--- src/source/ppu_params.svh ---
`ifndef PPU_PARAMS_SVH
`define PPU_PARAMS_SVH

// Visible screen size in pixels
`define PPU_SCREEN_WIDTH 160
`define PPU_SCREEN_HEIGHT 144

// Pixels carried by one row entry, one tile row wide
`define PPU_ROW_PIXELS 8

// Row entries held by the pixel FIFO by default
`define PPU_FIFO_DEPTH 4

`endif

--- src/source/ppu_types_pkg.sv ---
`include "ppu_params.svh"

package ppu_types_pkg;

  // One DMG shade, 0 is lightest and 3 is darkest
  typedef logic [1:0] gb_color_t;

  // Two bitplane bytes of one tile row
  // Bit 7 of each plane is the leftmost pixel
  typedef struct packed {
    logic [7:0] plane_hi;
    logic [7:0] plane_lo;
  } tile_row_t;

  // Eight palette-mapped shades
  // Index 0 is leftmost and sits in the top two bits,
  // same order as the bitplanes in VRAM
  typedef gb_color_t [0:`PPU_ROW_PIXELS-1] pixel_row_t;

  // Raw 2-bit color number before the palette
  typedef logic [1:0] color_num_t;

  // Pixel index into the frame store, line * 160 + column
  typedef logic [14:0] pixel_addr_t;

endpackage

--- src/source/ppu_ctrl_pkg.sv ---
package ppu_ctrl_pkg;

  import ppu_types_pkg::*;

  // BGP register layout
  // Bits 7:6 map color number 3, bits 1:0 map color number 0
  typedef struct packed {
    gb_color_t shade3;
    gb_color_t shade2;
    gb_color_t shade1;
    gb_color_t shade0;
  } palette_t;

  // Framebuffer status toward the rest of the PPU
  // line_done and frame_done are single-cycle pulses
  // ly is the line the pulses refer to
  typedef struct packed {
    logic       line_done;
    logic       frame_done;
    logic [7:0] ly;
  } fb_status_t;

endpackage

--- src/source/pixel_row_fetcher.sv ---
`timescale 1ns/10ps

`include "ppu_params.svh"

module pixel_row_fetcher
  import ppu_types_pkg::*;
  import ppu_ctrl_pkg::*;
(
  input  logic       clk,
  input  logic       reset,
  input  logic       flush,
  input  logic       tile_valid,
  input  tile_row_t  tile_row,
  input  palette_t   bgp,
  output logic       tile_ready,
  input  logic       fifo_full,
  output logic       push,
  output pixel_row_t push_row
);

  localparam int ROW_MSB = `PPU_ROW_PIXELS - 1;

  logic       accept;
  pixel_row_t decoded_row;

  // Color number through BGP
  function automatic gb_color_t map_shade(input palette_t pal, input color_num_t num);
    case (num)
      2'd0:    return pal.shade0;
      2'd1:    return pal.shade1;
      2'd2:    return pal.shade2;
      default: return pal.shade3;
    endcase
  endfunction

  // No new tile while the FIFO is full or the last one still waits to push
  assign tile_ready = !fifo_full && !push;
  assign accept     = tile_valid && tile_ready;

  // Bit 7 of both planes is pixel 0
  // High plane gives the upper bit of the color number
  always_comb begin
    for (int i = 0; i <= ROW_MSB; i++) begin
      decoded_row[i] = map_shade(bgp, {tile_row.plane_hi[ROW_MSB - i],
                                       tile_row.plane_lo[ROW_MSB - i]});
    end
  end

  // Push strobe one cycle after acceptance
  always_ff @(posedge clk or posedge reset) begin
    if (reset) begin
      push <= 1'b0;
    end else if (flush) begin
      // Pending row dropped together with the FIFO contents
      push <= 1'b0;
    end else begin
      push <= accept;
    end
  end

  // Decoded row held for the push cycle
  always_ff @(posedge clk) begin
    if (accept) begin
      push_row <= decoded_row;
    end
  end

endmodule

--- config.mk ---
export PLATFORM = sky130hd
export DESIGN_NAME = pixel_row_fetcher
export DESIGN_NICKNAME = d
export VERILOG_FILES = /design/src/source/ppu_types_pkg.sv /design/src/source/ppu_ctrl_pkg.sv /design/src/source/pixel_row_fetcher.sv
export VERILOG_INCLUDE_DIRS = /design/src /design/src/source
export SDC_FILE = /design/constraint.sdc
export NUM_CORES = 1
export LEC_CHECK = 0
export ABC_AREA = 1
export ABC_CLOCK_PERIOD_IN_PS = 1410
export BUFFER_PORTS_ARGS = -buffer_cell sky130_fd_sc_hd__buf_4
export CAP_MARGIN = 10
export CELL_PAD_IN_SITES_DETAIL_PLACEMENT = 1
export CELL_PAD_IN_SITES_GLOBAL_PLACEMENT = 2
export CORE_MARGIN = 5
export CORE_UTILIZATION = 25
export DETAILED_ROUTE_END_ITERATION = 8
export GPL_ROUTABILITY_DRIVEN = 0
export PLACE_DENSITY = 0.81
export SYNTH_ARGS = -nofsm -noshare
export SYNTH_HDL_FRONTEND = slang
export SYNTH_SLANG_ARGS = --single-unit
export TNS_END_PERCENT = 1
--- constraint.sdc ---
create_clock -name clk -period 1.41 [get_ports clk]
set_input_delay 0.3525 -clock clk [delete_from_list [all_inputs] [get_ports clk]]
set_output_delay 0.3525 -clock clk [all_outputs]
set_load 0.02 [all_outputs]
==> qor.yml <==
final_layout:
  areaGrowthSynthToFinish_pct: 37.6
  fin_nets: 210
  layout_commonest_cell: "nand3_1"
  fin_area_um2: 1520
  fill_cells: 543
  layout-drive-gt1-share: 0.311
  layout_common_cells: "nand3_1 (59), buf_4 (46), inv_1 (18), edfxtp_1 (16), nand4_1 (14)"
  post-route-util: 0.351
  num_antenna_cells: 0
  stdcell_count: 232
sta:
  worst_pin_slew_ns: 0.355
  rsz0062_at_grt: "false"
  hold_violations: 0
  finalSetupTns_ns: 0
  setup_viol: 0
  fin_crit_sh: 0.897
  holdWs_ns: 0.248
  timing.fmax_mhz: 791
  timing.final.ws_setup_ns: 0.145
  fin_skew_ns: 0.00155
  relSlewSlack: 0.763
  drv_slew: 0
  min_period_ns: 1.26
global_route:
  grt_pass1_vias: 1279
  grt_overflow: 0
  grt_busiest_layer: "met2"
  antenna_found_initial: 0
  grt_use_met2: 0.211
  grt_start_max_net_pins: 17
  grtUsageMet3: 0.0272
  grt_pass1_wl_mm: 5.90
  grt_use_total: 0.124
  use_met1: 0.151
critical_path:
  ff2ff_path_depth: 3
  cp-endpoint: "tile_ready"
  cp-startpoint: "push"
  critPathMaxFanout: 2
  crit_required_ns: 1.06
  reg2reg_from: "push"
  crit_arrival_ns: 0.91
  critical_path_class: "register to output port"
  rr_endpoint: "push_row[9]"
  critPathCaptureType: "output port"
  worst_setup_path_start_kind: "register"
  regToRegSetupSlack_ns: 0.17
clock_tree:
  cts_sinks: 17
  cts_tree: "done"
  cts_setup_buffers: 0
  htree_levels: 1
  ctsResizeCount: 0
  clkLatencyLatePin_ns: 0.25
  clockBufferDepth: 2
  postCtsHoldBufs: 1
  cts.clk_slew.worst_paths_ns: 0.07
  numCtsBuffers: 3
  root_buffer: "clkbuf_8"
drt:
  drt-wirelength-per-cell_um: 15.8
  drt_iter0_drc: 74
  dr.pass1.iters: 4
  drt-total-wl_mm: 3.68
  vias_per_cell: 5.09
  drcViolationCount: 0
  vias: 1180
  ant_nets: 0
yosys:
  synth_xor_area_frac: 0
  netlist_area_um2: 1100
  synth-compound-area-share: 0
  synth_top_family_by_area: "simple AND/OR/NAND/NOR gates"
  synth-simple-area-share: 0.406
  synth.yosys.seq_area_share: 0.459
  synthCells: 137
  synth.distinct_cells: 13
  synthMuxAreaShare: 0
  synth_fa_ha_area_frac: 0
  ys_warn_count: 0
  syn_nets: 166
  ys_seq_elements: 17
  synth.avg_cell_area_um2: 8.05
floorplanning:
  die_h_um: 76.4
  start_util: 0.255
  rows: 24
  core_area_um2: 4320
  dieArea_um2: 5840
  die_w_um: 76.4
  io_pins: 47
flow_run:
  maxCapViolCount: 0
place:
  place_ws_ns: 0.0564
  io_buffers: 46
  placed_area_um2: 1460
  post-place-cells: 227
  dp_hpwl_mm: 2.75
power_and_ir_drop:
  powerDensity_nw_per_um2: 861
  vdd_drop_max_uv: 247
  power_mw: 1.31
  p_leak_nw: 0.685
min_path:
  hold_class: "input port to register"
status:
  status: "finished clean"
==> per-layer routing <==
layer	part of all wire	up-vias
li1	-	569
met1	0.43	566
met2	0.49	41
met3	0.070	4
met4	0.014	0
met5	0	-
==> worst max-delay path: stages (launching register included) <==
cell and delay, ns:
dfrtp_1 0.41, nor2_4 0.11, buf_4 0.14
==> state kept, by name, summed over array words and instances (netlist names) <==
signal,cells
push,1
push_row,16
==> cells by family after synthesis <==
kind of cell	after synthesis
buffers and inverters	31
DFF	17
and+or+nand+nor	89
==> worst min-delay path by stage <==
stage | start | end | slack [ns] | depth (start not counted)
6_report | flush | push | 0.25 | 2
3_5_place_dp | reset | push | 0.20 | 2
2_1_floorplan | reset | push | 0.08 | 1
5_1_grt | flush | push | 0.25 | 2
3_3_place_gp | reset | push | 0.20 | 2
4_1_cts | flush | push | 0.25 | 2
==> report_power, final <==
part	switching, mW	internal, mW
logic	0.189	0.134
registers	0.00848	0.591
clock network	0.182	0.201
==> Yosys cell counts <==
| master | instances | area, µm² |
|---|---|---|
| nand3_1 | 59 | 295 |
| inv_1 | 19 | 71.3 |
| edfxtp_1 | 16 | 480 |
| nand4_1 | 14 | 87.6 |
| nand2_1 | 11 | 41.3 |
| buf_4 | 4 | 30.0 |
| inv_2 | 3 | 11.3 |
| nor2_1 | 3 | 11.3 |
| buf_2 | 2 | 10.0 |
| buf_6 | 2 | 22.5 |
| nor2_2 | 2 | 12.5 |
| clkinv_1 | 1 | 3.75 |
| dfrtp_1 | 1 | 25.0 |
==> area by class of cell <==
| class | count | area [µm²] | share of cell area |
|---|---|---|---|
| Sequential cell | 17 | 505 | 0.333 |
| Multi-Input combinational cell | 89 | 455 | 0.300 |
| Timing Repair Buffer | 47 | 355 | 0.234 |
| Inverter | 23 | 90.1 | 0.0594 |
| Tap cell | 52 | 65.1 | 0.0429 |
| Clock buffer | 4 | 45.0 | 0.0297 |
Note: power is estimated with default switching activity, not from simulation.
