[src/source/ppu_params.svh]
`ifndef PPU_PARAMS_SVH
`define PPU_PARAMS_SVH

// Visible screen size in pixels
`define PPU_SCREEN_WIDTH 160
`define PPU_SCREEN_HEIGHT 144

// Pixels carried by one row entry, one tile row wide
`define PPU_ROW_PIXELS 8

// Row entries held by the pixel FIFO by default
`define PPU_FIFO_DEPTH 4

`endif

[src/source/ppu_types_pkg.sv]
`include "ppu_params.svh"

package ppu_types_pkg;

  // One DMG shade, 0 is lightest and 3 is darkest
  typedef logic [1:0] gb_color_t;

  // Two bitplane bytes of one tile row
  // Bit 7 of each plane is the leftmost pixel
  typedef struct packed {
    logic [7:0] plane_hi;
    logic [7:0] plane_lo;
  } tile_row_t;

  // Eight palette-mapped shades
  // Index 0 is leftmost and sits in the top two bits,
  // same order as the bitplanes in VRAM
  typedef gb_color_t [0:`PPU_ROW_PIXELS-1] pixel_row_t;

  // Raw 2-bit color number before the palette
  typedef logic [1:0] color_num_t;

  // Pixel index into the frame store, line * 160 + column
  typedef logic [14:0] pixel_addr_t;

endpackage

[src/source/pixel_row_fifo.sv]
`timescale 1ns/10ps

`include "ppu_params.svh"

module pixel_row_fifo
  import ppu_types_pkg::*;
#(
  parameter int DEPTH = `PPU_FIFO_DEPTH
) (
  input  logic       clk,
  input  logic       reset,
  input  logic       flush,
  input  logic       push,
  input  pixel_row_t push_row,
  input  logic       pop,
  output pixel_row_t head_row,
  output logic       empty,
  output logic       full
);

  localparam int PTR_W = (DEPTH > 1) ? $clog2(DEPTH) : 1;
  localparam int CNT_W = $clog2(DEPTH + 1);

  pixel_row_t       mem [DEPTH];
  logic [PTR_W-1:0] wr_ptr;
  logic [PTR_W-1:0] rd_ptr;
  logic [CNT_W-1:0] count;
  logic             do_push;
  logic             do_pop;

  // Wrap at DEPTH, also for depths that are not a power of two
  function automatic logic [PTR_W-1:0] next_ptr(input logic [PTR_W-1:0] ptr);
    if (ptr == PTR_W'(DEPTH - 1)) begin
      return '0;
    end
    return ptr + 1'b1;
  endfunction

  // Push into a full FIFO or pop from an empty one is ignored
  assign do_push = push && !full;
  assign do_pop  = pop && !empty;

  assign empty = (count == '0);
  assign full  = (count == CNT_W'(DEPTH));

  // Fall-through head, valid while not empty
  assign head_row = mem[rd_ptr];

  always_ff @(posedge clk or posedge reset) begin
    if (reset) begin
      wr_ptr <= '0;
      rd_ptr <= '0;
      count  <= '0;
    end else if (flush) begin
      wr_ptr <= '0;
      rd_ptr <= '0;
      count  <= '0;
    end else begin
      if (do_push) wr_ptr <= next_ptr(wr_ptr);
      if (do_pop)  rd_ptr <= next_ptr(rd_ptr);
      // Simultaneous push and pop keeps the count
      if (do_push && !do_pop)      count <= count + 1'b1;
      else if (do_pop && !do_push) count <= count - 1'b1;
    end
  end

  // Row storage
  always_ff @(posedge clk) begin
    if (do_push) begin
      mem[wr_ptr] <= push_row;
    end
  end

endmodule

[config.mk]
export PLATFORM = sky130hd
export DESIGN_NAME = pixel_row_fifo
export DESIGN_NICKNAME = d
export VERILOG_FILES = /design/src/source/ppu_types_pkg.sv /design/src/source/pixel_row_fifo.sv
export VERILOG_INCLUDE_DIRS = /design/src /design/src/source
export SDC_FILE = /design/constraint.sdc
export NUM_CORES = 1
export LEC_CHECK = 0
export ABC_AREA = 0
export BUFFER_PORTS_ARGS = -buffer_cell sky130_fd_sc_hd__buf_2
export CAP_MARGIN = 20
export CORE_ASPECT_RATIO = 1.2
export CORE_MARGIN = 2
export CORE_UTILIZATION = 59
export CTS_BUF_LIST = sky130_fd_sc_hd__clkbuf_4
export DETAILED_ROUTE_END_ITERATION = 16
export PLACE_DENSITY = 0.86
export SLEW_MARGIN = 20
export SYNTH_ARGS = -nofsm -noshare
export SYNTH_HDL_FRONTEND = slang
export SYNTH_SLANG_ARGS = --single-unit
export TNS_END_PERCENT = 10
[constraint.sdc]
create_clock -name clk -period 3.13 [get_ports clk]
set_clock_uncertainty 0.05 [all_clocks]
set_input_delay 0.1565 -clock clk [delete_from_list [all_inputs] [get_ports clk]]
set_output_delay 0.1565 -clock clk [all_outputs]
set_load 0.02 [all_outputs]
==> results of run 1 <==
## state kept, by name, indices dropped and copies added, names as in the netlist
name and flops:
mem 64, count 3, wr_ptr 2, rd_ptr 2
## repair_timing
action | CTS | global route
gates resized for setup | 0 | 0
hold endpoints to repair | 75 | 0
hold buffers | 18 | 0
## per-stage QoR
stage / cell area (um^2) / instances / util, %
global placement: 3100 / 235 / 66.5
detailed placement: 3100 / 235 / 66.5
global route: 3390 / 269 / 72.7
floorplan: 2900 / 149 / -
CTS: 3390 / 269 / 72.7
finish: 3390 / 269 / 72.7
## Yosys cell counts, drive strengths merged (2+ instances only)
master	instances	area (um^2)
a21oi	3	15.0
and3	5	37.5
buf	8	55.1
clkbuf	2	7.51
dfrtp	7	175
edfxtp	64	1920
ha	5	62.6
inv	8	30.0
mux2i	3	30.0
mux4	16	360
nand3b	2	15.0
nor2	6	22.5
o21ai	3	15.0
o31ai	2	15.0
## worst paths after layout
path | start | endpoint | slack (ps) | depth (start not counted)
worst min register to register | wr_ptr[1] | wr_ptr[1] | 570 | 2
worst max register to register | count[2] | count[2] | 580 | 6
min in group asynchronous | reset | count[1] | 190 | 3
worst max-delay path | count[2] | count[2] | 580 | 6
max in group asynchronous | reset | rd_ptr[0] | 2600 | 3
worst min-delay path | push | wr_ptr[1] | 70 | 3
## critical path, cell delays in order (launching register included)
cell and delay [ps]:
dfrtp_1 500, or3b_4 460, and3_2 240, fa_1 440
a21bo_2 250, a311oi_1 330, o311a_1 230
## logic make-up after synthesis
| logic type | synth area share (%) |
|---|---|
| simple gates | 4.27 |
| flops | 72.3 |
| fa+ha+maj | 2.85 |
| mux | 14.0 |
| buf+inv | 3.19 |
| compound gates | 3.45 |
## layout make-up
type | instances | area (um^2) | area share, %
flip-flops and latches | 71 | 2100 | 61.9
clock inverters | 7 | 40.0 | 1.18
well taps | 58 | 72.6 | 2.14
multi-input cells | 60 | 712 | 21.0
inverters | 8 | 30.0 | 0.886
clock buffers | 9 | 67.6 | 1.99
repair buffers | 56 | 370 | 10.9
## power by group
| group | total, mW | leakage (nW) | switching (mW) | internal (mW) |
|---|---|---|---|---|
| logic | 0.645 | 0.506 | 0.336 | 0.309 |
| clock network | 0.450 | 0.0528 | 0.296 | 0.155 |
| registers | 1.26 | 0.678 | 0.115 | 1.14 |
## per-layer routing
metal | vias up | routed length, um | GRT usage [%]
li1 | 713 | - | -
met1 | 783 | 1820 | 23.4
met2 | 46 | 2860 | 38.3
met3 | 7 | 184 | 4.99
met4 | 0 | 89 | 9.80
met5 | - | 0 | 0
==> impl_metrics.yaml, run 1 <==
sta:
  whs_ps: 71.6
  finalCritPeriodShare_pct: 81.4
  fmax_mhz: 393
  period_needed_ps: 2550
  hold_viol: 0
  tns_ps: 0
  final.setup.worst_slack_ps: 583
  tightest_slew_ps: 776
  finalSetupViolations: 0
  maxSlewViolCount: 0
  rsz0062_at_grt: "no"
  slew_headroom_pct: 48.3
clock_tree:
  clkTransAtPathRegs_ps: 100
  cts_max_level: 3
  cts.sinks: 71
  clock_latency_ps: 390
  root_buffer: "clkbuf_4"
  clockBufferDepth: 2
  cts_buffers: 9
  cts_tree: "built"
  cts_setup_buffers: 0
placed_design:
  port_buffers: 38
  dp_slack_ps: 621
  gp_congestion: 0.645
  hpwlAfterDp_um: 3270
floorplan:
  ioPinCount: 39
  core_um2: 4660
  start_util_pct: 62.2
  die_w_um: 68.0
  num_rows: 27
  design.die.area_um2: 5500
  die_h_um: 80.8
global_route:
  grtUsageTotal_pct: 21.3
  grt_max_degree: 20
  grt_pass1_wl_um: 8030
  antenna_found_initial: 0
  globalRouteOverflowTotal: 0
  grt_pass1_vias: 1719
routing:
  vias: 1549
  first_iter_violations: 75
  routed_wl_um: 4960
  vias_per_cell: 5.76
  ant_nets: 0
  drtPass1Iterations: 4
  drc: 0
  routedWlPerCell_um: 18.4
power_and_ir_drop:
  peakVddDrop_uv: 375
  power_density_nw_per_um2: 693
  p_leak_nw: 1.24
  p_total_mw: 2.35
worst_setup_path:
  start_kind: "flip-flop"
  worstPathArrival_ps: 2830
  cp-end-kind: "flip-flop"
  crit_type: "reg2reg"
  crit_required_ps: 3410
  crit_fanout: 8
final_layout:
  drive_gt1_share_pct: 37.4
  antennaDiodeCount: 0
  fin_nets: 233
  areaGrowthSynthToFinish_pct: 16.9
  most-common-layout-cells: "edfxtp_1, buf_2, dlygate4sd3_1"
  layout_commonest_cell: "edfxtp_1"
  num-fill-cells: 287
synthesis:
  synthArstFlopShare_pct: 9.86
  syn_nets: 176
  netlist_instances: 149
  ys_types: 32
  syn_avg_cell_area_um2: 19.5
  synth_area_um2: 2900
  ys_seq_elements: 71
  ys_warn_count: 0
  synth_flop_cell: "edfxtp_1"
  ys_seq_area_share_pct: 72.3
  synth_edf_count: 64
hold_path:
  hold_path.class: "in2reg"
status:
  status: "completed"
job:
  maxCapViolations: 0
Note: power is estimated with default switching activity, not from simulation.
==> run 2, diff against run 1 <==
--- a/config.mk
+++ b/config.mk
@@ -11,10 +11,10 @@
 export CAP_MARGIN = 20
 export CORE_ASPECT_RATIO = 1.2
 export CORE_MARGIN = 2
-export CORE_UTILIZATION = 59
+export CORE_UTILIZATION = 53
 export CTS_BUF_LIST = sky130_fd_sc_hd__clkbuf_4
 export DETAILED_ROUTE_END_ITERATION = 16
-export PLACE_DENSITY = 0.86
+export PLACE_DENSITY = 0.82
 export SLEW_MARGIN = 20
 export SYNTH_ARGS = -nofsm -noshare
 export SYNTH_HDL_FRONTEND = slang
==> constraint.sdc (replaced) <==
create_clock -name clk -period 2.28 [get_ports clk]
set_clock_uncertainty 0.05 [all_clocks]
set_input_delay 0.114 -clock clk [delete_from_list [all_inputs] [get_ports clk]]
set_output_delay 0.114 -clock clk [all_outputs]
set_load 0.02 [all_outputs]
==> run 2 against run 1 <==
  * Power rose by 47%
  * Highest routed layer unchanged
  * Final cell count is 4.1% higher
  * First-iteration DRC count rose by 96%
  * Setup slack worse by 550 ps
  * Combinational power is 66% higher
  * Clock-buffer cell count did not move
  * Clock power rose by 67%
  * Flip-flop and latch count stayed put
  * Utilization fell by 7.1 points
  * Largest cell class unchanged
  * Critical endpoint unchanged
  * Fmax is 13% higher
==> impl_metrics.yaml, run 2 (same netlist as run 1, synthesis figures left out) <==
global_route:
  antenna_found_initial: 0
  grt.met3_usage_pct: 5.23
  grtUsageTotal_pct: 18.7
  grt_max_degree: 19
  grt_pass1_wl_um: 8310
  busiest_layer: "met2"
  grt_pass1_vias: 1718
  grtUsageMet1_pct: 21.5
  globalRouteOverflowTotal: 0
  met2_usage_pct: 32.9
routing:
  vias: 1570
  routed_wl_um: 5300
  first_iter_violations: 147
  ant_nets: 0
  routedWlPerCell_um: 18.9
  vias_per_cell: 5.61
  drc: 0
  drtPass1Iterations: 4
sta:
  finalSetupViolations: 0
  tightest_slew_ps: 755
  whs_ps: 131
  hold_viol: 0
  period_needed_ps: 2250
  final.setup.worst_slack_ps: 28.0
  maxSlewViolCount: 0
  slew_headroom_pct: 49.7
  fmax_mhz: 444
  finalCritPeriodShare_pct: 98.8
  tns_ps: 0
final_layout:
  largest-register: "mem"
  fin_nets: 240
  fin_area_um2: 3480
  final_cells: 280
  largestRegisters: "mem (64), count (3)"
  utilization_pct: 65.6
  num-fill-cells: 362
  areaGrowthSynthToFinish_pct: 19.8
  layout_commonest_cell: "edfxtp_1"
  most-common-layout-cells: "edfxtp_1, buf_2, dlygate4sd3_1"
  antennaDiodeCount: 0
  drive_gt1_share_pct: 39.4
  largest_reg_flops: 64
worst_setup_path:
  worstPathArrival_ps: 2540
  start_kind: "flip-flop"
  crit_required_ps: 2570
  crit_fanout: 5
  cp-end-kind: "flip-flop"
  crit_type: "reg2reg"
hold_path:
  hold_path.class: "in2async"
clock_tree:
  cts_buffers: 9
  cts_tree: "built"
  cts_max_level: 3
  root_buffer: "clkbuf_4"
  clkTransAtPathRegs_ps: 110
  clock_latency_ps: 400
  post_cts_resize_count: 0
  cts.sinks: 71
  clockBufferDepth: 2
job:
  maxCapViolations: 0
power_and_ir_drop:
  p_leak_nw: 1.29
  peakVddDrop_uv: 557
  power_density_nw_per_um2: 992
  p_total_mw: 3.45
floorplan:
  start_util_pct: 54.8
  num_rows: 29
  core_um2: 5300
  die_w_um: 71.5
  die_h_um: 85.1
  design.die.area_um2: 6080
  ioPinCount: 39
placed_design:
  gp_congestion: 0.868
  place_area_um2: 3150
  port_buffers: 38
  placed_cells: 244
  dp_slack_ps: 45.3
  hpwlAfterDp_um: 3470
status:
  status: "completed"
==> run 2: changes by cell type in the layout (fill, tap and decap cells not counted) <==
cell / before / now
clkinvlp_4: 3 / 2
bufinv_16: 0 / 1
clkinv_2: 2 / 3
dfrtp_1: 6 / 7
fa_1: 1 / 0
fa_2: 0 / 1
clkinv_1: 2 / 1
dfrtp_2: 1 / 0
buf_4: 0 / 6
dlygate4sd3_1: 18 / 19
==> run 2: timing repair <==
action                                  CTS  global route
hold buffers                             19             0
hold endpoints to repair                 76             0
endpoints found under the setup margin    0             1
buffers inserted                          0             1
==> run 2: layout make-up <==
type / count / area (um^2) / share of cell area, %
flip-flops and latches: 71 / 2100 / 60.3
multi-input cells: 60 / 714 / 20.6
repair buffers: 63 / 425 / 12.2
well taps: 62 / 77.6 / 2.23
clock buffers: 9 / 67.6 / 1.94
clock inverters: 7 / 63.8 / 1.84
inverters: 8 / 30.0 / 0.864
==> run 2: worst paths after layout <==
check / start / end / slack (ps) / cells after the start
worst max-delay path: count[0] / count[2] / 30 / 6
worst min-delay path: reset / count[0] / 130 / 3
worst max register to register: count[0] / count[2] / 30 / 6
worst min register to register: wr_ptr[0] / wr_ptr[0] / 590 / 2
max in group asynchronous: reset / rd_ptr[0] / 1810 / 3
min in group clk: push / count[2] / 150 / 3
==> run 2: worst max-delay path: stages (launching register included) <==
cell and delay [ps]:
dfrtp_1 400, or3b_4 400, and3_2 240, fa_2 400, a21bo_2 220, a311oi_1 270
o311a_1 210
==> run 2: power by group <==
| part | internal [mW] | switching, mW | leakage [nW] | total (mW) |
|---|---|---|---|---|
| Combinational | 0.487 | 0.585 | 0.543 | 1.07 |
| Sequential | 1.57 | 0.0609 | 0.680 | 1.63 |
| Clock | 0.325 | 0.427 | 0.0691 | 0.752 |
| Total | 2.38 | 1.07 | 1.29 | 3.45 |
==> run 2: layer usage <==
layer	routed length [um]	vias to the layer above
met5	0	-
met2	2850	50
met1	2100	789
met4	74	0
li1	-	725
met3	276	6
==> run 3, diff against run 2 <==
==> constraint.sdc (replaced) <==
create_clock -name clk -period 2.28 [get_ports clk]
set_clock_uncertainty 0.05 [all_clocks]
set_input_delay 0 -clock clk [delete_from_list [all_inputs] [get_ports clk]]
set_output_delay 0 -clock clk [all_outputs]
set_load 0.02 [all_outputs]
==> run 3 against run 2 <==
  * Non-clock buffer count is 1 higher
  * Flip-flop and latch count stayed put
  * Clock power is 16% lower
  * Global-route usage is 0.20 points lower
  * Final cell count is 0.36% higher
  * Setup slack better by 29 ps
  * Power is 3.2% lower
  * Sequential power hardly changed
  * Critical path depth stayed put
  * Largest power group unchanged
==> impl_metrics.yaml, run 3 (same netlist as run 1, synthesis figures left out) <==
status:
  status: "completed"
final_layout:
  largest-register: "mem"
  areaGrowthSynthToFinish_pct: 19.5
  num-fill-cells: 369
  largest_reg_flops: 64
  antennaDiodeCount: 0
  fin_nets: 241
  most-common-layout-cells: "edfxtp_1, buf_2, dlygate4sd3_1"
  layout_commonest_cell: "edfxtp_1"
  drive_gt1_share_pct: 39.3
  fin_area_um2: 3470
  largestRegisters: "mem (64), count (3)"
worst_setup_path:
  crit_type: "reg2reg"
  start_kind: "flip-flop"
  cp-end-kind: "flip-flop"
  crit_required_ps: 2570
  reg2reg_setup_slack_ps: 60
  reg2reg_depth: 6
  crit_start: "count[0]"
  worstPathArrival_ps: 2510
  crit-reg2reg-launch: "count[0]"
  crit_fanout: 5
  crit_end: "count[2]"
  r2r_end: "count[2]"
sta:
  hold_viol: 0
  fmax_mhz: 450
  tightest_slew_ps: 780
  rsz0062_at_grt: "no"
  slew_headroom_pct: 48.0
  period_needed_ps: 2220
  whs_ps: 31.6
  maxSlewViolCount: 0
  tns_ps: 0
  finalCritPeriodShare_pct: 97.5
  finalSetupViolations: 0
global_route:
  grtUsageTotal_pct: 18.5
  globalRouteOverflowTotal: 0
  antenna_found_initial: 0
  grt_pass1_wl_um: 8140
  grt_pass1_vias: 1672
  grt_max_degree: 19
routing:
  vias: 1598
  drtPass1Iterations: 4
  routed_wl_um: 5150
  first_iter_violations: 100
  routedWlPerCell_um: 18.3
  drc: 0
  vias_per_cell: 5.69
  ant_nets: 0
power_and_ir_drop:
  p_total_mw: 3.34
  power_density_nw_per_um2: 963
  peakVddDrop_uv: 653
  p_leak_nw: 1.29
floorplan:
  num_rows: 29
  start_util_pct: 54.8
  die_h_um: 85.1
  core_um2: 5300
  ioPinCount: 39
  design.die.area_um2: 6080
  die_w_um: 71.5
clock_tree:
  clock_latency_ps: 390
  cts_max_level: 3
  cts_tree: "built"
  clkTransAtPathRegs_ps: 100
  root_buffer: "clkbuf_4"
  cts_buffers: 9
  cts.sinks: 71
  clockBufferDepth: 2
placed_design:
  port_buffers: 38
  gp_congestion: 0.859
  hpwlAfterDp_um: 3300
  place_area_um2: 3150
hold_path:
  hold_path.class: "in2async"
job:
  maxCapViolations: 0
[run 3: through the flow]
step,utilization [%],cells,setup WS (ps)
4_1_cts,65.2,280,28.8
3_5_place_dp,59.4,244,55.8
6_report,65.5,281,57.1
2_1_floorplan,-,149,51.0
5_1_grt,65.5,281,1.68
3_3_place_gp,59.4,244,143
[run 3: power breakdown]
group	internal (mW)	switching [mW]	total, mW
Combinational	0.488	0.573	1.06
Sequential	1.57	0.0811	1.65
Clock	0.238	0.393	0.632
[run 3: final cells by class]
class                           count  area, um^2  area share (%)
Inverter                            8        30.0           0.866
Clock inverter                      5        25.0           0.721
Sequential cell                    71        2100            60.5
Tap cell                           62        77.6            2.24
Clock buffer                       11        82.6            2.38
Multi-Input combinational cell     60         721            20.8
Timing Repair Buffer               64         435            12.6
[run 3: critical path, stage by stage (launching register included)]
cell	delay, ps
dfrtp_1	400
or3b_4	410
and3_2	230
fa_2	400
a21bo_2	220
a311oi_2	250
o311a_1	200
[run 3: worst min-delay path by stage]
stage | from | end | slack, ps | depth (start not counted)
2_1_floorplan | reset | count[0] | -250 | 1
3_3_place_gp | reset | count[2] | -120 | 2
4_1_cts | reset | count[2] | 20 | 3
5_1_grt | reset | rd_ptr[0] | 50 | 3
3_5_place_dp | reset | count[0] | -90 | 2
6_report | reset | count[2] | 30 | 3
[run 3: routing by layer]
| layer | GRT usage (%) | wire, um | vias to the layer above |
|---|---|---|---|
| li1 | - | - | 726 |
| met4 | 7.20 | 85 | 0 |
| met2 | 32.7 | 2900 | 52 |
| met1 | 21.4 | 1940 | 807 |
| met3 | 4.87 | 225 | 13 |
| met5 | 0 | 0 | - |
[run 3: timing repair]
action,CTS,global route
hold buffers,20,0
hold endpoints to repair,78,0
gates resized for setup,0,1
setup endpoints to repair,0,1
buffers inserted,0,1
