--- config.mk ---
export PLATFORM = sky130hd
export DESIGN_NAME = framebuffer_writer
export DESIGN_NICKNAME = d
export VERILOG_FILES = /design/src/source/ppu_types_pkg.sv /design/src/source/ppu_ctrl_pkg.sv /design/src/source/framebuffer_writer.sv
export VERILOG_INCLUDE_DIRS = /design/src /design/src/source
export SDC_FILE = /design/constraint.sdc
export NUM_CORES = 1
export LEC_CHECK = 0
export BUFFER_PORTS_ARGS = -buffer_cell sky130_fd_sc_hd__buf_2
export CAP_MARGIN = 20
export CORE_ASPECT_RATIO = 1.2
export CORE_UTILIZATION = 45
export CTS_CLUSTER_SIZE = 16
export DETAILED_ROUTE_END_ITERATION = 12
export GPL_TIMING_DRIVEN = 0
export PLACE_DENSITY = 0.75
export SLEW_MARGIN = 25
export SYNTH_ARGS = -nofsm -noshare
export SYNTH_HDL_FRONTEND = slang
export SYNTH_SLANG_ARGS = --single-unit
export TNS_END_PERCENT = 1
--- constraint.sdc ---
create_clock -name clk -period 2.1 [get_ports clk]
set_input_delay 0.21 -clock clk [delete_from_list [all_inputs] [get_ports clk]]
set_output_delay 0.21 -clock clk [all_outputs]
set_load 0.02 [all_outputs]
--- src/source/ppu_params.svh ---
`ifndef PPU_PARAMS_SVH
`define PPU_PARAMS_SVH

// Visible screen size in pixels
`define PPU_SCREEN_WIDTH 160
`define PPU_SCREEN_HEIGHT 144

// Pixels carried by one row entry, one tile row wide
`define PPU_ROW_PIXELS 8

// Row entries held by the pixel FIFO by default
`define PPU_FIFO_DEPTH 4

`endif

--- src/source/ppu_types_pkg.sv ---
`include "ppu_params.svh"

package ppu_types_pkg;

  // One DMG shade, 0 is lightest and 3 is darkest
  typedef logic [1:0] gb_color_t;

  // Two bitplane bytes of one tile row
  // Bit 7 of each plane is the leftmost pixel
  typedef struct packed {
    logic [7:0] plane_hi;
    logic [7:0] plane_lo;
  } tile_row_t;

  // Eight palette-mapped shades
  // Index 0 is leftmost and sits in the top two bits,
  // same order as the bitplanes in VRAM
  typedef gb_color_t [0:`PPU_ROW_PIXELS-1] pixel_row_t;

  // Raw 2-bit color number before the palette
  typedef logic [1:0] color_num_t;

  // Pixel index into the frame store, line * 160 + column
  typedef logic [14:0] pixel_addr_t;

endpackage

--- src/source/ppu_ctrl_pkg.sv ---
package ppu_ctrl_pkg;

  import ppu_types_pkg::*;

  // BGP register layout
  // Bits 7:6 map color number 3, bits 1:0 map color number 0
  typedef struct packed {
    gb_color_t shade3;
    gb_color_t shade2;
    gb_color_t shade1;
    gb_color_t shade0;
  } palette_t;

  // Framebuffer status toward the rest of the PPU
  // line_done and frame_done are single-cycle pulses
  // ly is the line the pulses refer to
  typedef struct packed {
    logic       line_done;
    logic       frame_done;
    logic [7:0] ly;
  } fb_status_t;

endpackage

--- src/source/framebuffer_writer.sv ---
`timescale 1ns/10ps

`include "ppu_params.svh"

module framebuffer_writer
  import ppu_types_pkg::*;
  import ppu_ctrl_pkg::*;
(
  input  logic        clk,
  input  logic        reset,
  input  logic        flush,
  input  logic        dot_en,
  input  logic        fifo_empty,
  input  pixel_row_t  head_row,
  output logic        pop,
  output logic        wr_en,
  output logic [14:0] wr_addr,
  output pixel_row_t  wr_row,
  output fb_status_t  status
);

  localparam logic [7:0]  LAST_COL  = 8'(`PPU_SCREEN_WIDTH - `PPU_ROW_PIXELS);
  localparam logic [7:0]  LAST_LINE = 8'(`PPU_SCREEN_HEIGHT - 1);
  localparam logic [7:0]  COL_STEP  = 8'(`PPU_ROW_PIXELS);
  localparam logic [14:0] ADDR_STEP = 15'(`PPU_ROW_PIXELS);

  logic        pop_q;
  logic [7:0]  col;
  logic [7:0]  line;
  logic [14:0] addr;
  logic        line_end;
  logic        frame_end;
  logic        line_done_q;
  logic        frame_done_q;
  logic [7:0]  ly_q;

  // Pop while drawing, never two cycles back to back
  assign pop = dot_en && !fifo_empty && !pop_q;

  // Head row goes straight to the frame store in the pop cycle
  assign wr_en   = pop;
  assign wr_addr = addr;
  assign wr_row  = head_row;

  assign line_end  = (col == LAST_COL);
  assign frame_end = line_end && (line == LAST_LINE);

  always_ff @(posedge clk or posedge reset) begin
    if (reset) begin
      pop_q        <= 1'b0;
      col          <= '0;
      line         <= '0;
      addr         <= '0;
      line_done_q  <= 1'b0;
      frame_done_q <= 1'b0;
      ly_q         <= '0;
    end else if (flush) begin
      // Restart at the top left corner
      pop_q        <= 1'b0;
      col          <= '0;
      line         <= '0;
      addr         <= '0;
      line_done_q  <= 1'b0;
      frame_done_q <= 1'b0;
      ly_q         <= '0;
    end else begin
      pop_q        <= pop;
      // Pulses one cycle after the last pop of a line
      line_done_q  <= pop && line_end;
      frame_done_q <= pop && frame_end;
      // Lags line by a cycle so ly matches the pulse
      ly_q         <= line;
      if (pop) begin
        if (line_end) begin
          col <= '0;
          if (frame_end) begin
            line <= '0;
            addr <= '0;
          end else begin
            line <= line + 8'd1;
            addr <= addr + ADDR_STEP;
          end
        end else begin
          col  <= col + COL_STEP;
          addr <= addr + ADDR_STEP;
        end
      end
    end
  end

  assign status.line_done  = line_done_q;
  assign status.frame_done = frame_done_q;
  assign status.ly         = ly_q;

endmodule

==> reports/qor.yml, run 1 <==
placedCellCount: 293
ctsRootBufferMaster: "clkbuf_8"
cp_num_buf_inv: 1
floorplan.initialDensity_pct: 47.5
clkTransAtPathRegs_ps: 70
reg2reg_depth: 5
r2r_start: "line[4]"
slew_headroom_pct: 52.1
synth_cells: 194
wl_per_cell_microns: 12.6
rr_endpoint: "wr_addr[12]"
drt_wl_total_mm: 3.81
synth_flop_cell: "dfrtp_1"
finalCritPeriodShare_pct: 97.1
stdcell_count: 302
worstSetupPathType: "register to register"
die_width_microns: 61.3
finalPower_mw: 1.32
num_rows: 25
ys_seq_elements: 36
grt_overflow_total: 0
grt_antenna_before_repair: 0
die_y_microns: 73.2
finClkSkew_ps: 8.76
synth.distinct_cells: 47
cpPeakStageDelay_ps: 570
synth.cell_area_sq_um: 1900
worst_setup_path_end_kind: "register"
drc: 0
max_cap_viol_count: 0
p_per_area_nw_per_um2: 571
worstMarginPinSlew_ps: 717
drtIter0Drc: 56
rsz0062_at_grt: "true"
ios: 64
cpLargestDelayFamily: "simple AND/OR/NAND/NOR gates"
layout_commonest_cell: "buf_2"
status: "completed"
diodes: 0
peakVddDrop_uv: 307
cp_cell_sequence: "or4b_4, or4_4, buf_6, a31oi_4, o21ai_0"
crit_path_start_kind: "register"
cp_max_fo: 10
grt_pass1_vias: 1438
async_reset_ff_share_pct: 100
port_buffers: 43
p_leak_nw: 1.12
tritoncts: "yes"
slowest_stage: "or4b_4"
cp.required_ps: 2260
hold_viol: 0
dieArea_sq_um: 4490
fin_crit_ps: 2040
timing.fmax_mhz: 491
avgViaCountPerCell: 5.27
synth_edf_count: 0
hold_path_class: "input port to asynchronous set/reset pin"
htreeDepth: 2
finalSetupViolCount: 0
grt_max_degree: 37
clock_sinks: 36
syn_to_final_growth_pct: 21.8
core_sq_um: 4000
dp_hpwl_mm: 2.66
final_cell_mix: "46 x buf_2, 35 x dfrtp_1, 23 x buf_4"
routabilityCongestion: 0.884
vias: 1593
r2r_setup_slack_ps: 60
drive_gt1_share_pct: 35.9
clkLatencyLatePin_ps: 290
first_pass_iters: 4
seq_area_frac_synth_pct: 47.4
track_usage_pct: 19.1
grt_pass1_wl_mm: 6.27
drt.antenna.violating_nets: 0
slew_viol_final: 0
arrival_ps: 2200
cts_buffer_depth: 2
synth.avg_cell_area_sq_um: 9.80
final_nets: 271
cts_buffers: 5
synth_warnings: 0
-- synthesized netlist by cell type (2+ instances only) --
cell type   n  share of area [%]
o21ai_0     9                2.4
xor2_1      2               0.92
buf_2       3               0.79
dfrtp_1    36                 47
o22ai_1     2               0.66
and4_1      2               0.92
buf_4      22                8.7
or4_1       3                1.2
nor2b_1     8                2.6
nand2_1    16                3.2
ha_1        3                2.0
mux2i_1     2                1.1
and3_1      2               0.66
nand4_1     8                2.6
a32o_1      2                1.1
inv_1       9                1.8
o311ai_0    2               0.92
o211ai_1    2               0.79
or3_1       2               0.66
a21oi_1     2               0.53
nor4_1      3               0.99
nand3_1    13                3.4
a21o_1      2               0.79
a31oi_1     7                2.3
xnor2_1     2               0.92
nor2_1      9                1.8
-- flip-flops by register name (all words and copies together), names as in the netlist --
register and count:
col 5, frame_done_q 1, line 8, line_done_q 1, ly_q 8, pop_q 1
wr_addr 12
-- worst reg2reg max path: cells and delay by family (launching register included) --
kind | cells | cell delay [ps]
AND/OR/NAND/NOR | 2 | 1090
flip-flops | 1 | 410
AO/OA/AOI/OAI | 2 | 260
buffers and inverters | 1 | 170
-- power by group --
part | internal (mW) | leakage (nW) | switching [mW] | total [mW]
sequential | 0.698 | 0.500 | 0.00645 | 0.705
clock | 0.231 | 0.0479 | 0.247 | 0.477
combinational | 0.0553 | 0.575 | 0.0854 | 0.141
total | 0.984 | 1.12 | 0.338 | 1.32
-- kinds of logic after synthesis --
family / count (synthesis) / synth area share (%)
flip-flops: 36 / 47.4
AND/OR/NAND/NOR: 76 / 22.8
AO/OA/AOI/OAI: 33 / 11.7
adder cells (fa/ha/maj): 3 / 1.98
buffers and inverters: 38 / 12.4
multiplexers: 3 / 1.65
other: 1 / 0.197
XOR/XNOR: 4 / 1.84
-- what timing repair did --
action                     4_1_cts  5_1_grt
hold buffers                     0        0
resized for setup                1        5
setup buffers                    1        0
setup endpoints to repair        1        6
-- metrics by stage --
stage                     hold slack (ps)  setup WS (ps)  area, sq um  setup TNS, ps  util [%]
after global placement                507           41.6         2190              0      54.7
after CTS                            59.7           44.9         2290              0      57.1
after floorplan                       377            141         1910              0         -
after global routing                  102          -2.62         2310          -2.62      57.8
after detailed placement              373           18.3         2190              0      54.7
final                                32.7           61.5         2310              0      57.8
-- per-layer routing --
metal / track usage, % / up-vias / part of all wire [%]
li1: - / 779 / -
met1: 23.5 / 754 / 41
met2: 29.5 / 58 / 53
met3: 4.79 / 2 / 5.1
met4: 11.9 / 0 / 0.66
met5: 0 / - / 0
-- cell type report --
type	count	area, sq um
buffer	28	199
clock inverter	3	18.8
clock buffer	5	68.8
multi-input combinational	122	798
sequential	36	902
tap	54	67.6
timing repair buffer	44	223
inverter	10	37.5
fill	382	1690
-- how the worst max path moves through the flow --
stage	from	endpoint	cells past startpoint
2_1_floorplan	line[4]	wr_addr[8]	5
3_3_place_gp	line[4]	wr_addr[8]	5
3_5_place_dp	line[4]	wr_addr[11]	5
4_1_cts	line[4]	wr_addr[11]	5
5_1_grt	line[5]	wr_addr[8]	5
6_report	line[4]	wr_addr[12]	5
(Power assumes the default switching activity.)
==> run 2, diff against run 1 <==
--- a/config.mk
+++ b/config.mk
@@ -8,12 +8,14 @@
 export LEC_CHECK = 0
 export BUFFER_PORTS_ARGS = -buffer_cell sky130_fd_sc_hd__buf_2
 export CAP_MARGIN = 20
+export CELL_PAD_IN_SITES_DETAIL_PLACEMENT = 0
+export CELL_PAD_IN_SITES_GLOBAL_PLACEMENT = 1
 export CORE_ASPECT_RATIO = 1.2
-export CORE_UTILIZATION = 45
+export CORE_UTILIZATION = 33
 export CTS_CLUSTER_SIZE = 16
 export DETAILED_ROUTE_END_ITERATION = 12
 export GPL_TIMING_DRIVEN = 0
-export PLACE_DENSITY = 0.75
+export PLACE_DENSITY_LB_ADDON = 0.1
 export SLEW_MARGIN = 25
 export SYNTH_ARGS = -nofsm -noshare
 export SYNTH_HDL_FRONTEND = slang
==> reports/qor.yml, run 2 (same netlist as run 1, synthesis figures left out) <==
status: "finished, violations left"
violations: "DRC"
peakVddDrop_uv: 219  # -29%
largest_reg_flops: 12  # unchanged
diodes: 0  # unchanged
grt_max_degree: 30  # -19%
cpLargestDelayFamily: "simple AND/OR/NAND/NOR gates"
routabilityCongestion: 0.752  # -15%
dieArea_sq_um: 6070  # +35%
fin_crit_ps: 2050  # +11.9 ps
dp_hpwl_mm: 2.99  # +12%
slew_viol_final: 0  # unchanged
r2r_setup_slack_ps: 50  # about the same
utilization_pct: 43.9  # -14 points
slew_headroom_pct: 67.2  # +15 points
grt_pass1_wl_mm: 6.91  # +10%
dp_slack_ps: 10.1  # -8.22 ps
fillers: 523  # +37%
htreeDepth: 2  # unchanged
cts_buffer_depth: 2  # unchanged
finalPower_mw: 1.39  # +5.0%
drt_wl_total_mm: 4.27  # +12%
clkTransAtPathRegs_ps: 70  # about the same
seq_area_sq_um: 902  # unchanged
first_pass_iters: 8  # +4
worst_setup_path_end_kind: "register"
num_rows: 29  # +16%
drtIter0Drc: 113  # +100%
worstMarginPinSlew_ps: 489  # -229 ps
timing.fmax_mhz: 488  # -0.58%
drt.antenna.violating_nets: 0  # unchanged
cp.required_ps: 2270  # about the same
worstSetupPathType: "register to register"
die_y_microns: 85.1  # +16%
fin_hold_ws_ps: 239  # +207 ps
vias: 1608  # +0.94%
ctsRootBufferMaster: "clkbuf_8"
cp_max_fo: 10  # unchanged
drive_gt1_share_pct: 36.1  # +0.22 points
cts_buffers: 5  # unchanged
drc: 4  # +4
crit_path_start_kind: "register"
finalSetupViolCount: 0  # unchanged
worst_slack_ps: 49.6  # -11.9 ps
clkLatencyLatePin_ps: 290  # about the same
grt_overflow_total: 0  # unchanged
slowest_stage: "or4b_4"
core_sq_um: 5410  # +35%
tritoncts: "yes"
hold_viol: 0  # unchanged
cpPeakStageDelay_ps: 560  # about the same
clock_sinks: 36  # unchanged
rsz0062_at_grt: "false"
layout_commonest_cell: "buf_2"
wl_per_cell_microns: 13.6  # +7.9%
avgViaCountPerCell: 5.12  # -2.9%
floorplan.initialDensity_pct: 35.2  # -12 points
max_cap_viol_count: 0  # unchanged
grt_pass1_vias: 1410  # -1.9%
hold_path_class: "input port to register"
finalCritPeriodShare_pct: 97.6  # +0.57 points
track_usage_pct: 14.8  # -4.3 points
final_cell_mix: "46 x buf_2, 35 x dfrtp_1, 26 x buf_4"
multiInputGateArea_sq_um: 783  # -1.9%
cp_cell_sequence: "or4b_4, or4_4, buf_6, a31oi_1, mux2i_1"
ios: 64  # unchanged
p_per_area_nw_per_um2: 586  # +2.5%
final_nets: 276  # +1.8%
grt_antenna_before_repair: 0  # unchanged
finClkSkew_ps: 6.96  # -1.80 ps
arrival_ps: 2220  # +20 ps
p_leak_nw: 1.15  # +2.6%
die_width_microns: 71.3  # +16%
cp_num_buf_inv: 1  # unchanged
port_buffers: 43  # unchanged
syn_to_final_growth_pct: 24.8
-- run 2: path summary, 6_finish.rpt --
kind	from	to	cells after the start
max	line[5]	wr_addr[5]	5
min	flush	ly_q[0]	2
max reg2reg	line[5]	wr_addr[5]	5
min reg2reg	col[7]	col[7]	1
max in group asynchronous	reset	line[4]	4
min in group asynchronous	reset	wr_addr[3]	3
-- run 2: metal layers --
metal  share of wire (%)  up-vias  global-route usage (%)
li1                    -      793                       -
met1                  49      766                    19.6
met2                  47       45                    23.5
met3                 3.9        4                    3.68
met4                0.63        0                    5.27
met5                   0        -                       0
-- run 2: area by class of cell --
cell class	instances	area share, %
Sequential cell	36	38.0
Multi-Input combinational cell	122	33.0
Timing Repair Buffer	49	11.6
Buffer	28	8.39
Clock buffer	7	4.06
Tap cell	62	3.27
Inverter	10	1.58
-- run 2: power breakdown --
| part | total, mW | internal, mW | switching (mW) |
|---|---|---|---|
| clock network | 0.539 | 0.292 | 0.246 |
| registers | 0.704 | 0.698 | 0.00638 |
| logic | 0.145 | 0.0587 | 0.0867 |
| total | 1.39 | 1.05 | 0.340 |
-- run 2: timing repair --
item | CTS | global route
setup buffers | 0 | 4
endpoints found under the hold margin | 7 | 0
resized for setup | 1 | 2
hold buffers | 1 | 0
pin swaps | 0 | 1
setup endpoints to repair | 6 | 10
-- run 2: metrics by stage --
| step | instance area, sq um | cells | setup TNS [ps] |
|---|---|---|---|
| floorplan | 1910 | 196 | 0 |
| global placement | 2200 | 301 | -37.0 |
| detailed placement | 2220 | 302 | 0 |
| CTS | 2330 | 310 | 0 |
| global route | 2370 | 314 | 0 |
| finish | 2370 | 314 | 0 |
-- run 2: worst register-to-register path: cells and delay by family, from the launching register on --
family / cells / cell delay, ps
simple gates: 2 / 1080
compound gates: 1 / 180
mux: 1 / 90
flops: 1 / 420
buf+inv: 1 / 160
==> run 3, diff against run 2 <==
--- a/config.mk
+++ b/config.mk
@@ -16,7 +16,8 @@
 export DETAILED_ROUTE_END_ITERATION = 12
 export GPL_TIMING_DRIVEN = 0
 export PLACE_DENSITY_LB_ADDON = 0.1
-export SLEW_MARGIN = 25
+export RECOVER_POWER = 100
+export SLEW_MARGIN = 10
 export SYNTH_ARGS = -nofsm -noshare
 export SYNTH_HDL_FRONTEND = slang
 export SYNTH_SLANG_ARGS = --single-unit
==> reports/qor.yml, run 3 (same netlist as run 1, synthesis figures left out) <==
final_nets: 271  # -1.8%
max_cap_viol_count: 0  # unchanged
vias: 1567  # -2.5%
worst_setup_path_end_kind: "register"
hold_path_class: "input port to asynchronous set/reset pin"
grt_max_degree: 37  # +23%
worstSetupPathType: "register to register"
final_cell_mix: "43 x clkbuf_1, 35 x dfrtp_1, 23 x buf_4"
tritoncts: "yes"
die_y_microns: 85.1  # unchanged
utilization_pct: 42.1  # -1.8 points
drive_gt1_share_pct: 18.1  # -18 points
slew_headroom_pct: 8.58  # -59 points
place_area_sq_um: 2200  # -0.90%
wl_per_cell_microns: 13.4  # -1.4%
crit_path_start_kind: "register"
fin_crit_ps: 2040  # -11.5 ps
clock_sinks: 36  # unchanged
worstMarginPinSlew_ps: 1370  # +881 ps
num_rows: 29  # unchanged
r2r_setup_slack_ps: 60  # about the same
p_leak_nw: 0.975  # -15%
drc: 4  # unchanged
status: "finished, violations left"
drt_wl_total_mm: 4.15  # -2.7%
rr_endpoint: "wr_addr[8]"
p_per_area_nw_per_um2: 634  # +8.3%
port_buffers: 43  # unchanged
grt_overflow_total: 0  # unchanged
drtIter0Drc: 97  # -14%
timing.fmax_mhz: 490  # +0.56%
layout_commonest_cell: "clkbuf_1"
avgViaCountPerCell: 5.05  # -1.3%
finalCritPeriodShare_pct: 97.1  # -0.55 points
fillers: 546  # +4.4%
dp_hpwl_mm: 2.94  # -1.7%
final_cell_area_sq_um: 2280  # -4.0%
fin_hold_ws_ps: 311  # +71.7 ps
diodes: 0  # unchanged
htreeDepth: 2  # unchanged
violations: "DRC"
die_width_microns: 71.3  # unchanged
clkLatencyLatePin_ps: 280  # about the same
postCtsHoldBufs: 0  # -1
routabilityCongestion: 0.752  # unchanged
dieArea_sq_um: 6070  # unchanged
first_pass_iters: 8  # unchanged
slew_viol_final: 0  # unchanged
track_usage_pct: 14.3  # -0.51 points
r2r_start: "line[5]"
ios: 64  # unchanged
largest_reg_flops: 12  # unchanged
core_sq_um: 5410  # unchanged
floorplan.initialDensity_pct: 35.2  # unchanged
finalSetupViolCount: 0  # unchanged
arrival_ps: 2210  # about the same
syn_to_final_growth_pct: 19.7
grt_antenna_before_repair: 0  # unchanged
reg2reg_depth: 5  # unchanged
rsz0062_at_grt: "false"
cts_buffers: 5  # unchanged
grt_pass1_wl_mm: 6.83  # -1.2%
peakVddDrop_uv: 410  # +87%
drt.antenna.violating_nets: 0  # unchanged
hold_viol: 0  # unchanged
grt_pass1_vias: 1438  # +2.0%
ctsRootBufferMaster: "clkbuf_8"
cp.required_ps: 2270  # about the same
cts_buffer_depth: 2  # unchanged
finClkSkew_ps: 3.63  # -3.33 ps
clkTransAtPathRegs_ps: 80  # about the same
cp_max_fo: 10  # unchanged
## run 3: power breakdown
part | internal [mW] | switching (mW)
clock network | 0.351 | 0.255
logic | 0.0472 | 0.0850
registers | 0.698 | 0.00632
## run 3: worst max-delay path: stages, from the launching register on
cell and delay, ps:
dfrtp_1 420, or4b_4 560, or4_4 510, buf_6 160, a31oi_1 160, o22ai_1 100
## run 3: metal layers
layer	global-route usage [%]	up-vias	routed length, microns
met4	3.27	0	42
li1	-	783	-
met3	3.44	5	186
met2	23.7	47	1960
met5	0	-	0
met1	18.8	732	1960
## run 3: area by class of cell
class                      instances  area [sq um]  share of cell area, %
buffer                            28           198                   8.69
clock buffer                       5          68.8                   3.02
clock inverter                     3          42.5                   1.87
inverter                          10          37.5                   1.65
multi-input combinational        122           777                   34.1
sequential                        36           902                   39.6
tap                               62          77.6                   3.41
timing repair buffer              44           173                   7.59
## run 3: timing repair
item / CTS / global route
gates resized for setup: 2 / 0
endpoints found under the hold margin: 0 / 0
endpoints found under the setup margin: 6 / 7
buffers inserted: 0 / 1
## run 3: worst max-delay path by stage
| stage | startpoint | end | slack (ps) | cells after the start |
|---|---|---|---|---|
| final | line[5] | wr_addr[8] | 60 | 5 |
| after global routing | line[5] | wr_addr[8] | 1 | 5 |
| after CTS | line[4] | wr_addr[8] | 10 | 5 |
| after detailed placement | line[4] | wr_addr[14] | 2 | 4 |
| after global placement | line[4] | wr_addr[11] | -20 | 4 |
| after floorplan | line[4] | wr_addr[8] | 140 | 5 |
## run 3: metrics by stage
stage	power (mW)	instances	TNS, ps	setup slack (ps)
global placement	0.859	301	-37.0	-17.9
global route	1.51	310	0	1.37
floorplan	0.821	196	0	141
detailed placement	0.859	301	0	2.30
finish	1.44	310	0	61.0
CTS	1.47	309	0	9.51
